### config.mk
export PLATFORM = sky130hd
export DESIGN_NAME = queen_top
export DESIGN_NICKNAME = d
export VERILOG_FILES = /design/src/bus_pkg.sv /design/src/chess_pkg.sv /design/src/ray_if.sv /design/src/queen_top.sv /design/src/board_mover.sv /design/src/ray_scanner.sv /design/src/csr_regs.sv
export SDC_FILE = /design/constraint.sdc
export NUM_CORES = 1
export LEC_CHECK = 0
export BUFFER_PORTS_ARGS = -buffer_cell sky130_fd_sc_hd__buf_4
export CORE_ASPECT_RATIO = 0.6
export CORE_MARGIN = 2
export CORE_UTILIZATION = 69
export CTS_BUF_LIST = sky130_fd_sc_hd__clkbuf_8
export DETAILED_ROUTE_END_ITERATION = 16
export GPL_ROUTABILITY_DRIVEN = 0
export PLACE_DENSITY_LB_ADDON = 0.05
export SLEW_MARGIN = 20
export SYNTH_ARGS = -nofsm -noshare
export SYNTH_HDL_FRONTEND = slang
export SYNTH_SLANG_ARGS = --single-unit
### constraint.sdc
create_clock -name clk -period 8.76 [get_ports clk]
set_input_delay 0.438 -clock clk [delete_from_list [all_inputs] [get_ports clk]]
set_output_delay 0.438 -clock clk [all_outputs]
set_load 0.02 [all_outputs]
### src/bus_pkg.sv
package bus_pkg;

    // data width of both bus ports
    localparam int bus_w = 32;

    // slave register map
    localparam int reg_addr_w = 4;

    localparam logic [reg_addr_w-1:0] reg_start = 4'd0;
    localparam logic [reg_addr_w-1:0] reg_src   = 4'd1;
    localparam logic [reg_addr_w-1:0] reg_dest  = 4'd2;
    localparam logic [reg_addr_w-1:0] reg_file  = 4'd3;
    localparam logic [reg_addr_w-1:0] reg_rank  = 4'd4;

    // a queen has at most 27 moves
    localparam int count_w = 5;

endpackage

### src/chess_pkg.sv
package chess_pkg;

    localparam int board_side = 8;
    localparam int board_squares = board_side * board_side;

    // square index is rank * 8 + file
    typedef logic [5:0] sq_idx_t;

    // ray coordinate, one step past either edge still fits
    typedef logic signed [4:0] coord_t;

    typedef struct packed {
        logic       sign;
        logic [6:0] kind;
    } piece_fields_t;

    // one board word, either as a signed piece code or split in sign and kind
    typedef union packed {
        logic signed [7:0] code;
        piece_fields_t     f;
    } square_t;

    typedef enum logic [1:0] {
        colour_empty,
        colour_white,
        colour_black
    } colour_t;

    // file and rank steps per ray, indexed [diagonal][ray]
    localparam coord_t ray_df [2][4] = '{'{5'sd0, 5'sd0, -5'sd1, 5'sd1},
                                         '{5'sd1, 5'sd1, -5'sd1, -5'sd1}};
    localparam coord_t ray_dr [2][4] = '{'{5'sd1, -5'sd1, 5'sd0, 5'sd0},
                                         '{5'sd1, -5'sd1, 5'sd1, -5'sd1}};

    function automatic colour_t square_colour(square_t sq);
        if (sq.code == '0) begin
            return colour_empty;
        end
        // negative codes are black
        if (sq.f.sign) begin
            return colour_black;
        end
        return colour_white;
    endfunction

endpackage
### src/ray_if.sv
`timescale 1ns/10ps

interface ray_if import chess_pkg::*; ();

    // mover side
    logic    start;
    sq_idx_t origin;
    colour_t own_colour;
    square_t probe_data;
    logic    taken;

    // scanner side
    sq_idx_t probe_sq;
    logic    target_valid;
    sq_idx_t target_sq;
    logic    scan_done;

    modport scanner (
        input  start, origin, own_colour, probe_data, taken,
        output probe_sq, target_valid, target_sq, scan_done
    );

    modport mover (
        output start, origin, own_colour, probe_data, taken,
        input  probe_sq, target_valid, target_sq, scan_done
    );

endinterface

### src/queen_top.sv
`timescale 1ns/10ps

module queen_top import chess_pkg::*; import bus_pkg::*; #(
    parameter int addr_w = 32
) (
    input  logic                  clk,
    input  logic                  rst_n,
    input  logic [reg_addr_w-1:0] slave_address,
    input  logic                  slave_read,
    input  logic                  slave_write,
    input  logic [bus_w-1:0]      slave_writedata,
    output logic                  slave_waitrequest,
    output logic [bus_w-1:0]      slave_readdata,
    input  logic                  master_waitrequest,
    input  logic [bus_w-1:0]      master_readdata,
    input  logic                  master_readdatavalid,
    output logic [addr_w-1:0]     master_address,
    output logic                  master_read,
    output logic                  master_write,
    output logic [bus_w-1:0]      master_writedata
);

    logic               run_start;
    logic               run_done;
    logic [count_w-1:0] move_count;
    logic [addr_w-1:0]  src;
    logic [addr_w-1:0]  dest;
    sq_idx_t            origin;

    ray_if orth_ray ();
    ray_if diag_ray ();

    csr_regs #(.addr_w(addr_w)) csr_i (
        .clk               (clk),
        .rst_n             (rst_n),
        .slave_address     (slave_address),
        .slave_read        (slave_read),
        .slave_write       (slave_write),
        .slave_writedata   (slave_writedata),
        .slave_waitrequest (slave_waitrequest),
        .slave_readdata    (slave_readdata),
        .run_done          (run_done),
        .move_count        (move_count),
        .start             (run_start),
        .src               (src),
        .dest              (dest),
        .origin            (origin)
    );

    // rank and file rays
    ray_scanner #(.diagonal(1'b0)) orth_scan_i (
        .clk   (clk),
        .rst_n (rst_n),
        .ray   (orth_ray.scanner)
    );

    ray_scanner #(.diagonal(1'b1)) diag_scan_i (
        .clk   (clk),
        .rst_n (rst_n),
        .ray   (diag_ray.scanner)
    );

    board_mover #(.addr_w(addr_w)) mover_i (
        .clk                  (clk),
        .rst_n                (rst_n),
        .start                (run_start),
        .src                  (src),
        .dest                 (dest),
        .origin               (origin),
        .master_waitrequest   (master_waitrequest),
        .master_readdata      (master_readdata),
        .master_readdatavalid (master_readdatavalid),
        .master_address       (master_address),
        .master_read          (master_read),
        .master_write         (master_write),
        .master_writedata     (master_writedata),
        .orth                 (orth_ray.mover),
        .diag                 (diag_ray.mover),
        .run_done             (run_done),
        .move_count           (move_count)
    );

endmodule

### src/board_mover.sv
`timescale 1ns/10ps

module board_mover import chess_pkg::*; import bus_pkg::*; #(
    parameter int addr_w = 32
) (
    input  logic               clk,
    input  logic               rst_n,
    input  logic               start,
    input  logic [addr_w-1:0]  src,
    input  logic [addr_w-1:0]  dest,
    input  sq_idx_t            origin,
    input  logic               master_waitrequest,
    input  logic [bus_w-1:0]   master_readdata,
    input  logic               master_readdatavalid,
    output logic [addr_w-1:0]  master_address,
    output logic               master_read,
    output logic               master_write,
    output logic [bus_w-1:0]   master_writedata,
    ray_if.mover               orth,
    ray_if.mover               diag,
    output logic               run_done,
    output logic [count_w-1:0] move_count
);

    typedef enum logic [2:0] {
        st_idle,
        st_load_rd,
        st_load_wait,
        st_launch,
        st_serve,
        st_write
    } state_t;

    state_t             state;
    square_t            board [board_squares];
    square_t            queen_q;
    square_t            wr_sq;
    sq_idx_t            word_idx;
    sq_idx_t            target_q;
    sq_idx_t            cur_sq;
    colour_t            own_colour;
    logic               serve_diag;
    logic               cur_valid;
    logic               all_done;
    logic               last_word;
    logic [count_w-1:0] move_cnt;

    assign own_colour = square_colour(queen_q);
    assign last_word  = word_idx == sq_idx_t'(board_squares - 1);

    assign orth.start      = state == st_launch;
    assign orth.origin     = origin;
    assign orth.own_colour = own_colour;
    assign orth.probe_data = board[orth.probe_sq];
    assign diag.start      = state == st_launch;
    assign diag.origin     = origin;
    assign diag.own_colour = own_colour;
    assign diag.probe_data = board[diag.probe_sq];

    // orthogonal targets first, the diagonal scanner waits on its first one
    assign cur_valid = serve_diag ? diag.target_valid : orth.target_valid;
    assign cur_sq    = serve_diag ? diag.target_sq : orth.target_sq;
    assign orth.taken = state == st_serve && !serve_diag && orth.target_valid;
    assign diag.taken = state == st_serve && serve_diag && diag.target_valid;

    assign all_done = serve_diag && orth.scan_done && diag.scan_done && !diag.target_valid;
    assign run_done = state == st_serve && all_done;
    assign move_count = move_cnt;

    assign master_read  = state == st_load_rd;
    assign master_write = state == st_write;

    // successor board n lives at dest + 64 * n
    always_comb begin
        if (state == st_write) begin
            master_address = dest + addr_w'({move_cnt, word_idx});
        end else begin
            master_address = src + addr_w'(word_idx);
        end
    end

    always_comb begin
        if (word_idx == origin) begin
            wr_sq = '0;
        end else if (word_idx == target_q) begin
            wr_sq = queen_q;
        end else begin
            wr_sq = board[word_idx];
        end
    end

    assign master_writedata = bus_w'(wr_sq.code);

    always_ff @(posedge clk) begin
        if (!rst_n) begin
            state      <= st_idle;
            word_idx   <= '0;
            serve_diag <= 1'b0;
            move_cnt   <= '0;
        end else begin
            case (state)
                st_idle: begin
                    if (start) begin
                        word_idx   <= '0;
                        serve_diag <= 1'b0;
                        move_cnt   <= '0;
                        state      <= st_load_rd;
                    end
                end
                st_load_rd: begin
                    if (!master_waitrequest) begin
                        state <= st_load_wait;
                    end
                end
                st_load_wait: begin
                    // word_idx wraps to 0 after the last square
                    if (master_readdatavalid) begin
                        word_idx <= word_idx + 6'd1;
                        state    <= last_word ? st_launch : st_load_rd;
                    end
                end
                st_launch: state <= st_serve;
                st_serve: begin
                    if (cur_valid) begin
                        state <= st_write;
                    end else if (!serve_diag && orth.scan_done) begin
                        serve_diag <= 1'b1;
                    end else if (all_done) begin
                        state <= st_idle;
                    end
                end
                st_write: begin
                    if (!master_waitrequest) begin
                        word_idx <= word_idx + 6'd1;
                        if (last_word) begin
                            move_cnt <= move_cnt + count_w'(1);
                            state    <= st_serve;
                        end
                    end
                end
                default: state <= st_idle;
            endcase
        end
    end

    // board store, queen code and the target being written
    always_ff @(posedge clk) begin
        if (state == st_load_wait && master_readdatavalid) begin
            board[word_idx] <= master_readdata[7:0];
            if (word_idx == origin) begin
                queen_q <= master_readdata[7:0];
            end
        end
        if (state == st_serve && cur_valid) begin
            target_q <= cur_sq;
        end
    end

endmodule

### src/ray_scanner.sv
`timescale 1ns/10ps

module ray_scanner import chess_pkg::*; #(
    parameter bit diagonal = 1'b0
) (
    input  logic   clk,
    input  logic   rst_n,
    ray_if.scanner ray
);

    typedef enum logic [1:0] {
        st_idle,
        st_seek,
        st_walk,
        st_offer
    } state_t;

    state_t  state;
    logic [1:0] ray_q;
    coord_t  cur_x;
    coord_t  cur_y;
    coord_t  org_x;
    coord_t  org_y;
    coord_t  step_x;
    coord_t  step_y;
    logic    on_board;
    logic    blocked;
    logic    capture_q;
    logic    ray_end;
    colour_t probe_colour;

    assign org_x = coord_t'({2'b00, ray.origin[2:0]});
    assign org_y = coord_t'({2'b00, ray.origin[5:3]});

    assign step_x = ray_df[diagonal][ray_q];
    assign step_y = ray_dr[diagonal][ray_q];

    // 0..7 have both top bits clear, -1 and 8 do not
    assign on_board = cur_x[4:3] == 2'b00 && cur_y[4:3] == 2'b00;

    assign ray.probe_sq = {cur_y[2:0], cur_x[2:0]};
    assign probe_colour = square_colour(ray.probe_data);

    // an empty origin has no colour to move, so every ray ends at once
    assign blocked = !on_board || ray.own_colour == colour_empty ||
                     probe_colour == ray.own_colour;

    // a capture is offered once, then the ray stops behind it
    assign ray_end = (state == st_walk && blocked) ||
                     (state == st_offer && ray.taken && capture_q);

    // target stays put while offered, it is the probed square
    assign ray.target_valid = state == st_offer;
    assign ray.target_sq    = ray.probe_sq;

    always_ff @(posedge clk) begin
        if (!rst_n) begin
            state         <= st_idle;
            ray_q         <= '0;
            cur_x         <= '0;
            cur_y         <= '0;
            capture_q     <= 1'b0;
            ray.scan_done <= 1'b0;
        end else if (ray.start) begin
            state         <= st_seek;
            ray_q         <= '0;
            ray.scan_done <= 1'b0;
        end else if (ray_end) begin
            if (ray_q == 2'd3) begin
                state         <= st_idle;
                ray.scan_done <= 1'b1;
            end else begin
                ray_q <= ray_q + 2'd1;
                state <= st_seek;
            end
        end else begin
            case (state)
                st_seek: begin
                    cur_x <= org_x + step_x;
                    cur_y <= org_y + step_y;
                    state <= st_walk;
                end
                st_walk: begin
                    capture_q <= probe_colour != colour_empty;
                    state     <= st_offer;
                end
                st_offer: begin
                    // empty square taken, keep walking
                    if (ray.taken) begin
                        cur_x <= cur_x + step_x;
                        cur_y <= cur_y + step_y;
                        state <= st_walk;
                    end
                end
                default: ;
            endcase
        end
    end

endmodule

### src/csr_regs.sv
`timescale 1ns/10ps

module csr_regs import chess_pkg::*; import bus_pkg::*; #(
    parameter int addr_w = 32
) (
    input  logic                  clk,
    input  logic                  rst_n,
    input  logic [reg_addr_w-1:0] slave_address,
    input  logic                  slave_read,
    input  logic                  slave_write,
    input  logic [bus_w-1:0]      slave_writedata,
    output logic                  slave_waitrequest,
    output logic [bus_w-1:0]      slave_readdata,
    input  logic                  run_done,
    input  logic [count_w-1:0]    move_count,
    output logic                  start,
    output logic [addr_w-1:0]     src,
    output logic [addr_w-1:0]     dest,
    output sq_idx_t               origin
);

    logic               wr_ok;
    logic               go;
    logic [2:0]         file_q;
    logic [2:0]         rank_q;
    logic [count_w-1:0] count_q;

    // a write only lands while the engine is idle
    assign wr_ok = slave_write && !slave_waitrequest;
    assign go    = wr_ok && slave_address == reg_start;

    assign origin = {rank_q, file_q};

    always_ff @(posedge clk) begin
        if (!rst_n) begin
            start             <= 1'b0;
            slave_waitrequest <= 1'b0;
            count_q           <= '0;
        end else begin
            start <= go;
            // busy from the start pulse to the cycle after run_done
            if (go) begin
                slave_waitrequest <= 1'b1;
            end else if (run_done) begin
                slave_waitrequest <= 1'b0;
            end
            if (run_done) begin
                count_q <= move_count;
            end
        end
    end

    // argument registers
    always_ff @(posedge clk) begin
        if (wr_ok) begin
            case (slave_address)
                reg_src:  src    <= slave_writedata[addr_w-1:0];
                reg_dest: dest   <= slave_writedata[addr_w-1:0];
                reg_file: file_q <= slave_writedata[2:0];
                reg_rank: rank_q <= slave_writedata[2:0];
                default: ;
            endcase
        end
    end

    // register 0 reads back the number of boards written by the last run
    always_comb begin
        slave_readdata = '0;
        if (slave_read) begin
            case (slave_address)
                reg_start: slave_readdata = bus_w'(count_q);
                reg_src:   slave_readdata = bus_w'(src);
                reg_dest:  slave_readdata = bus_w'(dest);
                reg_file:  slave_readdata = bus_w'(file_q);
                reg_rank:  slave_readdata = bus_w'(rank_q);
                default:   slave_readdata = '0;
            endcase
        end
    end

endmodule

==> summary.txt, run 1 <==
OUTCOME
--------------------------------------------------------------------------------------------------
Outcome                                                                               finished clean

SYNTH
--------------------------------------------------------------------------------------------------
Synthesized instance count                                                                   2,337
Share of the yosys chip area belonging to registers                                          0.565
Main combinational cell family by area after synthesis                                multiplexers
Commonest register cell after synthesis                                               sky130_fd_sc_hd__edfxtp_1
Mux contribution to synthesized area                                                         0.216
Library cell occupying the most area in the post-synthesis netlist                    sky130_fd_sc_hd__edfxtp_1
Biggest area contributors in the synthesized netlist                                  sky130_fd_sc_hd__edfxtp_1 52%, sky130_fd_sc_hd__mux4_2 19%, sky130_fd_sc_hd__dfxtp_1 4.2%
Async SR Flop Fraction                                                                           0
Synth warnings                                                                                   0
Share of synthesized cell area in and, or, nand and nor gates                               0.0944
Post-Synth XOR/XNOR Area                                                                    0.0218
Unique cell type count in the Yosys netlist                                                     78
Compound-Gate Fraction of Synth Area                                                        0.0557
Number of enable flip-flop cells after synthesis                                               596
Adder and majority gate portion of the synthesized area                                     0.0185
Syn_area_per_cell                                                                       14.6 sq um
Register bit count reported by yosys                                                           668
Area of the mapped netlist                                                            34,200 sq um
Area share of the largest cell type after synthesis                                          0.523
Number of nets produced by synthesis                                                         2,458

TIMING
--------------------------------------------------------------------------------------------------
Setup repair after global routing missed its margin                                             no
Post-route clock skew                                                                      35.7 ps
Final hold violations                                                                            0
Worst hold margin                                                                          71.1 ps
Minimum clock period after layout                                                          5360 ps
Maximum frequency from static timing analysis                                              187 MHz
Finish-stage setup viols                                                                         0
Max-slew violations                                                                              0
Part of the cycle the worst path needs                                                       0.612
Slew at the pin with the worst max-slew slack                                              1110 ps
Remaining max-slew budget at the tightest pin                                                0.256
Final total negative setup slack                                                              0 ps

CLOCK NETWORK
--------------------------------------------------------------------------------------------------
H-Tree Depth                                                                                     3
Clock transition time at the flip-flop clock pins of the worst setup and hold paths          70 ps
CTS tree                                                                                      done
CTS max path bufs                                                                                3
Number of clock buffers inserted by TritonCTS                                                   92
TritonCTS Sinks                                                                                668
Post-cts sizing count                                                                            0
Clk Latency, worst-skew pair                                                                710 ps
Library cell used as clock root buffer                                                sky130_fd_sc_hd__clkbuf_8

GLOBAL ROUTE
--------------------------------------------------------------------------------------------------
Initial antenna violation count                                                                  3
Pin count of the biggest net entering global routing                                            66
First-pass GRT wire length                                                                  144 mm
Via count of the first global-routing pass                                                  22,800
Global Route Usage Sum                                                                       0.382
Remaining global-route overflow                                                                  0

PWR
--------------------------------------------------------------------------------------------------
Leakage                                                                                    12.2 nW
Maximum vdd ir drop                                                                     0.000188 V
Power density normalized to cell area                                                  189 nW/um^2

SETUP PATH
--------------------------------------------------------------------------------------------------
Arrival time of the worst setup path                                                       4920 ps
Endpoint of the worst-slack reg-to-reg timing path                                    orth_scan_i.cur_y[4]
Crit path required time                                                                    8320 ps
Ordered list of cells on the worst path                                               buf_4 -> mux4_2 -> mux4_2 -> mux4_2 -> mux2i_1 -> nor2_2 -> buf_4
Critical Path Start Type                                                                 flip-flop
CP Class                                                                              flip-flop to primary output
Standard cell with the maximum stage delay on the critical path                       sky130_fd_sc_hd__dfxtp_4
Number of cells on the worst reg-to-reg path                                                     9
Largest fanout on the critical path                                                             49
Critical Path Max Stage Delay                                                               920 ps
Reg2reg setup slack                                                                        4160 ps
Dominant cell type by count on the critical path                                      sky130_fd_sc_hd__mux4_2
CP endpoint kind                                                                      primary output

FLOORPLAN
--------------------------------------------------------------------------------------------------
Area of the die                                                                       51,400 sq um
Die height                                                                                  176 um
Starting utilization of the core area                                                        0.695
Die X-Extent                                                                                291 um
Number of primary I/O pins                                                                     173
Total core area                                                                       49,200 sq um
Row Count                                                                                       63

DETAILED ROUTING
--------------------------------------------------------------------------------------------------
First-pass iteration count of the detailed router                                                6
Final WL                                                                                   96.9 mm
Count of unresolved DRC violations after routing                                                 0
Via count normalized by instance count                                                        7.41
Post-detailed-route wirelength per cell                                                    30.3 um
DRT iter0 DRCs                                                                               3,666
Number of nets still failing antenna checks after routing                                        0
Vias post-DR                                                                                23,700

PLACED DESIGN
--------------------------------------------------------------------------------------------------
Number of buffers added on ports                                                               148
DPL Wire Length                                                                            65.4 mm

HOLD PATH
--------------------------------------------------------------------------------------------------
Number of cells traversed by the worst hold path                                                 2
Hold wc startpoint                                                                           rst_n
Type of the tightest min-delay check                                                  input pin to flip-flop
Hold Path End                                                                         mover_i.state[2]

FINISH
--------------------------------------------------------------------------------------------------
Area grow syn2layout                                                                         10.5%
Share of final-layout standard cells stronger than drive strength 1                          0.258
Inserted Diodes                                                                                  0
Nets                                                                                         2,597

RUN
--------------------------------------------------------------------------------------------------
Number of max-capacitance violations reported                                                    0

-- cell type report --
| class | count | area [sq um] |
|---|---|---|
| clock buffer | 100 | 1380 |
| clock inverter | 69 | 463 |
| tap | 650 | 813 |
| fill | 2886 | 11400 |
| inverter | 37 | 139 |
| multi-input combinational | 1464 | 13900 |
| sequential | 668 | 19400 |
| timing repair buffer | 213 | 1680 |
-- registers in the layout, indices dropped and copies added, names as in the netlist, 5 cells and up, named ones only --
register / cells
diag_scan_i.cur_x: 5
mover_i.move_count: 5
csr_i.count_q: 5
csr_i.src: 32
orth_scan_i.cur_x: 5
mover_i.target_q: 6
orth_scan_i.cur_y: 5
mover_i.word_idx: 6
diag_scan_i.cur_y: 5
mover_i.queen_q: 8
mover_i.board: 512
csr_i.dest: 32
-- synth_stat cells (all sizes together), types with 6 or more instances --
cell / instances
nand3b: 12
nand2: 70
and3: 19
o21ai: 45
a22oi: 32
o211ai: 12
dfxtp: 72
nor3: 57
a31oi: 12
nand2b: 10
clkbuf: 78
a211oi: 23
o31ai: 6
fa: 6
nor3b: 6
nor4b: 6
buf: 90
inv: 36
and2: 9
nand3: 38
xor2: 40
a221oi: 6
ha: 41
mux2: 23
nor4: 64
nand4: 21
nor2b: 12
nor2: 327
edfxtp: 596
mux2i: 52
a21o: 13
or3: 13
a21oi: 72
xnor2: 45
mux4: 294
-- worst max-delay path, delay by kind of cell (launching register included) --
family	cells	cell delay, ps
buffers and inverters	2	1120
DFF	1	920
muxes	4	1880
and+or+nand+nor	1	240
-- through the flow --
| stage | power, mW | cell area, sq um | utilization | setup slack (ps) | std cells |
|---|---|---|---|---|---|
| 5_1_grt | 7.34 | 37800 | 0.768 | 3100 | 3201 |
| 3_5_place_dp | 4.70 | 35600 | 0.724 | 4110 | 3000 |
| 2_1_floorplan | 4.36 | 34200 | - | 4080 | 2337 |
| 3_3_place_gp | 4.68 | 35600 | 0.724 | 4190 | 3000 |
| 4_1_cts | 7.12 | 37800 | 0.768 | 3360 | 3201 |
| 6_report | 7.15 | 37800 | 0.768 | 3400 | 3201 |
-- power breakdown --
part,internal [mW],total [mW],leakage (nW),switching (mW)
Clock,1.24,2.47,1.03,1.23
Sequential,3.50,3.59,5.95,0.0912
Combinational,0.469,1.09,5.21,0.617
Total,5.21,7.15,12.2,1.94
-- kinds of logic after synthesis --
kind of cell	after synthesis
muxes	369
buffers and inverters	205
xor gates and xnor gates	85
and+or+nand+nor	681
adders and majority gates	47
AOI/OAI and AO/OA	282
DFF	668
-- how the worst max path moves through the flow --
stage	endpoint	slack, ps	depth (start not counted)
2_1_floorplan	csr_i.src[0]	4080	3
3_3_place_gp	orth_scan_i.cur_y[4]	4190	9
3_5_place_dp	master_writedata[22]	4110	7
4_1_cts	master_writedata[22]	3360	7
5_1_grt	master_writedata[7]	3100	7
6_report	master_writedata[22]	3400	7
-- cell usage in the layout (no fill, tap or decap), types with 38 or more instances in the layout --
master / synthesis / layout
sky130_fd_sc_hd__ha_1: 41 / 41
sky130_fd_sc_hd__nand3_1: 38 / 38
sky130_fd_sc_hd__clkbuf_8: 0 / 100
sky130_fd_sc_hd__nor4_1: 64 / 63
sky130_fd_sc_hd__edfxtp_1: 596 / 596
sky130_fd_sc_hd__dfxtp_1: 72 / 63
sky130_fd_sc_hd__inv_1: 36 / 55
sky130_fd_sc_hd__o21ai_0: 43 / 42
sky130_fd_sc_hd__xor2_1: 40 / 40
sky130_fd_sc_hd__a21oi_1: 72 / 72
sky130_fd_sc_hd__mux2i_1: 52 / 52
sky130_fd_sc_hd__nand2_1: 70 / 70
sky130_fd_sc_hd__xnor2_1: 45 / 45
sky130_fd_sc_hd__nor2_1: 327 / 325
sky130_fd_sc_hd__buf_4: 32 / 181
sky130_fd_sc_hd__mux4_2: 294 / 294
sky130_fd_sc_hd__nor3_1: 57 / 57
-- layer usage --
layer / track usage / vias up / part of all wire
li1: - / 9650 / -
met1: 0.563 / 11700 / 0.37
met2: 0.536 / 2097 / 0.42
met3: 0.140 / 295 / 0.17
met4: 0.124 / 6 / 0.035
met5: 0 / - / 0.00041
-- what timing repair did --
item | 4_1_cts | 5_1_grt
buffers inserted | 0 | 0
endpoints found under the hold margin | 70 | 0
endpoints found under the setup margin | 0 | 0
hold buffers | 32 | 0
Note: power is estimated with default switching activity, not from simulation.
==> inputs of run 2 (changes only) <==
- CORE_UTILIZATION: 69 -> 64
- clock period: 8.76 -> 5 ns (I/O delays scaled with it)
==> summary.txt, run 2 (synthesized netlist as in run 1, its figures left out) <==
HOLD PATH
--------------------------------------------------------------------------------------------------
Type of the tightest min-delay check                                                  input pin to flip-flop

GLOBAL ROUTE
--------------------------------------------------------------------------------------------------
Pin count of the biggest net entering global routing                                            66   unchanged
Global Route Usage Sum                                                                       0.365   -0.0168
Via count of the first global-routing pass                                                  23,300   +1.9%
Initial antenna violation count                                                                  1   -2
First-pass GRT wire length                                                                  148 mm   +2.4%
Remaining global-route overflow                                                                  0   unchanged

SETUP PATH
--------------------------------------------------------------------------------------------------
Crit path required time                                                                    4750 ps   -3570 ps
Dominant cell type by count on the critical path                                      sky130_fd_sc_hd__o21ai_0
Arrival time of the worst setup path                                                       4440 ps   -480 ps
Critical Path Max Stage Delay                                                               740 ps   -180 ps
CP Class                                                                              flip-flop to primary output
Worst path top cell family by delay                                                   compound AO/OA/AOI/OAI gates
Largest fanout on the critical path                                                             15   -69%
Ordered list of cells on the worst path                                               ha_1 -> inv_1 -> fa_1 -> nor2b_1 -> o21ai_0 -> a21boi_0 -> o21ai_0 -> a211oi_2 -> nand2_1 -> xnor2_1 -> nor2_1 -> a21oi_1 -> buf_4
Standard cell with the maximum stage delay on the critical path                       sky130_fd_sc_hd__dfxtp_1
Number of buffers and inverters on the critical path                                             2   unchanged
Critical Path Start Type                                                                 flip-flop
CP endpoint kind                                                                      primary output

RUN
--------------------------------------------------------------------------------------------------
Number of max-capacitance violations reported                                                    0   unchanged

FLOORPLAN
--------------------------------------------------------------------------------------------------
Area of the die                                                                       55,400 sq um   +7.7%
Total core area                                                                       52,700 sq um   +7.1%
Row Count                                                                                       65   +3.2%
Die X-Extent                                                                                302 um   +3.8%
Starting utilization of the core area                                                        0.649   -0.0464
Die height                                                                                  183 um   +3.7%
Number of primary I/O pins                                                                     173   unchanged

TIMING
--------------------------------------------------------------------------------------------------
Part of the cycle the worst path needs                                                       0.939
Max-slew violations                                                                              0   unchanged
Final hold violations                                                                            0   unchanged
Slew at the pin with the worst max-slew slack                                              1180 ps   +64.4 ps
Minimum clock period after layout                                                          4690 ps
Maximum frequency from static timing analysis                                              213 MHz
Remaining max-slew budget at the tightest pin                                                0.213   -0.0431
PnR worst setup slack                                                                       307 ps   -3090 ps
Post-route clock skew                                                                      34.4 ps   -1.36 ps
Setup repair after global routing missed its margin                                             no
Final total negative setup slack                                                              0 ps   unchanged
Finish-stage setup viols                                                                         0   unchanged

DETAILED ROUTING
--------------------------------------------------------------------------------------------------
First-pass iteration count of the detailed router                                                5   -1
DRT iter0 DRCs                                                                               3,790   +3.4%
Via count normalized by instance count                                                        7.27   -1.9%
WL met1                                                                                    38.3 mm   +5.6%
Vias post-DR                                                                                23,900   +0.70%
Post-detailed-route wirelength per cell                                                    30.3 um   +0.20%
Highest metal layer with signal wires                                                         met5
Routed wl met3                                                                             16.2 mm   -0.40%
Sum of met2 wire segment lengths after detailed routing                                    41.9 mm   +2.3%
Count of unresolved DRC violations after routing                                                 0   unchanged
Number of nets still failing antenna checks after routing                                        0   unchanged
Final WL                                                                                   99.6 mm   +2.8%

PLACED DESIGN
--------------------------------------------------------------------------------------------------
Worst setup slack after placement                                                           928 ps   -3180 ps
Cell area reported after detailed placement                                           35,900 sq um   +0.85%
Number of buffers added on ports                                                               148   unchanged
DPL Wire Length                                                                            68.3 mm   +4.5%

CLOCK NETWORK
--------------------------------------------------------------------------------------------------
TritonCTS Sinks                                                                                668   unchanged
Library cell used as clock root buffer                                                sky130_fd_sc_hd__clkbuf_8
Number of clock buffers inserted by TritonCTS                                                   96   +4.3%
CTS max path bufs                                                                                3   unchanged
Setup Fix Bufs, Post-CTS                                                                         0   unchanged
H-Tree Depth                                                                                     3   unchanged
Clock transition time at the flip-flop clock pins of the worst setup and hold paths          70 ps   about the same
Clk Latency, worst-skew pair                                                                710 ps   about the same
CTS tree                                                                                      done

FINISH
--------------------------------------------------------------------------------------------------
Number of flip-flops in the largest register                                                   512   unchanged
Area of combinational cells with multiple inputs                                      13,900 sq um   about the same
Registers with the most flip-flops                                                    mover_i.board: 512 flops, csr_i.dest: 32 flops, csr_i.src: 32 flops
Sequential cell area                                                                  19,400 sq um   about the same
Nets                                                                                         2,624   +1.0%
Highest-count cells in the layout ignoring fill and taps                              596 x sky130_fd_sc_hd__edfxtp_1, 325 x sky130_fd_sc_hd__nor2_1, 294 x sky130_fd_sc_hd__mux4_2
Area grow syn2layout                                                                         11.5%
Post-route cell area                                                                  38,100 sq um   +0.94%
Share of final-layout standard cells stronger than drive strength 1                          0.262   +0.00476
Most frequent standard cell in the layout excluding fill and tap cells                sky130_fd_sc_hd__edfxtp_1
FILL cells                                                                                   3,394   +18%
Largest reg by FF count                                                               mover_i.board

OUTCOME
--------------------------------------------------------------------------------------------------
Outcome                                                                               finished clean

PWR
--------------------------------------------------------------------------------------------------
Power density normalized to cell area                                                  330 nW/um^2   +74%
Maximum vdd ir drop                                                                     0.000297 V   +58%
Leakage                                                                                    12.3 nW   +1.0%

## run 2: cell types whose count changed in the layout (fill, tap and decap cells not counted), sizes merged
cell and delta:
buf +19, bufinv -1, clkbuf +2, clkinv +10, clkinvlp +1, diode +1
dlygate4sd3 +4, inv -5
## run 2: area by class of cell
class	count	area share
clock buffers	102	0.0368
inverters	37	0.00364
well taps	703	0.0231
diodes	1	0.0000656
multi-input cells	1464	0.366
repair buffers	236	0.0511
clock inverters	74	0.0119
flip-flops and latches	668	0.508
## run 2: power breakdown
group / internal, mW / switching [mW]
Clock: 2.15 / 2.18
Sequential: 6.14 / 0.169
Combinational: 0.858 / 1.08
## run 2: metrics by stage
stage                     power (mW)  std cells   util  hold slack [ps]
after floorplan                 7.65       2337      -              349
after global placement          8.25       3072  0.681              435
after detailed placement        8.29       3072  0.681              438
after CTS                       12.6       3284  0.723             16.0
after global routing            13.0       3284  0.724             56.0
final                           12.6       3285  0.724             50.6
## run 2: final timing paths
| kind | from | to | slack [ps] | depth (start not counted) |
|---|---|---|---|---|
| max | mover_i.word_idx[0] | master_address[22] | 310 | 13 |
| min | slave_address[0] | csr_i.src[2] | 50 | 3 |
| max reg2reg | flip-flop | orth_scan_i.cur_y[4] | 870 | 9 |
| min reg2reg | csr_i.count_q[4] | csr_i.count_q[4] | 510 | 2 |
## run 2: what timing repair did
| action | CTS | global route |
|---|---|---|
| endpoints found under the hold margin | 88 | 0 |
| setup endpoints to repair | 0 | 3 |
| hold buffers | 36 | 0 |
| resized for setup | 0 | 1 |
## run 2: worst min-delay path: stages
cell and delay (ps):
sky130_fd_sc_hd__buf_4 140, sky130_fd_sc_hd__nand2_1 100, sky130_fd_sc_hd__nor4b_2 100
## run 2: metal layers
| layer | GRT usage | vias up |
|---|---|---|
| met2 | 0.501 | 2019 |
| met1 | 0.548 | 11900 |
| li1 | - | 9704 |
| met4 | 0.112 | 2 |
| met3 | 0.137 | 275 |
| met5 | 0 | - |
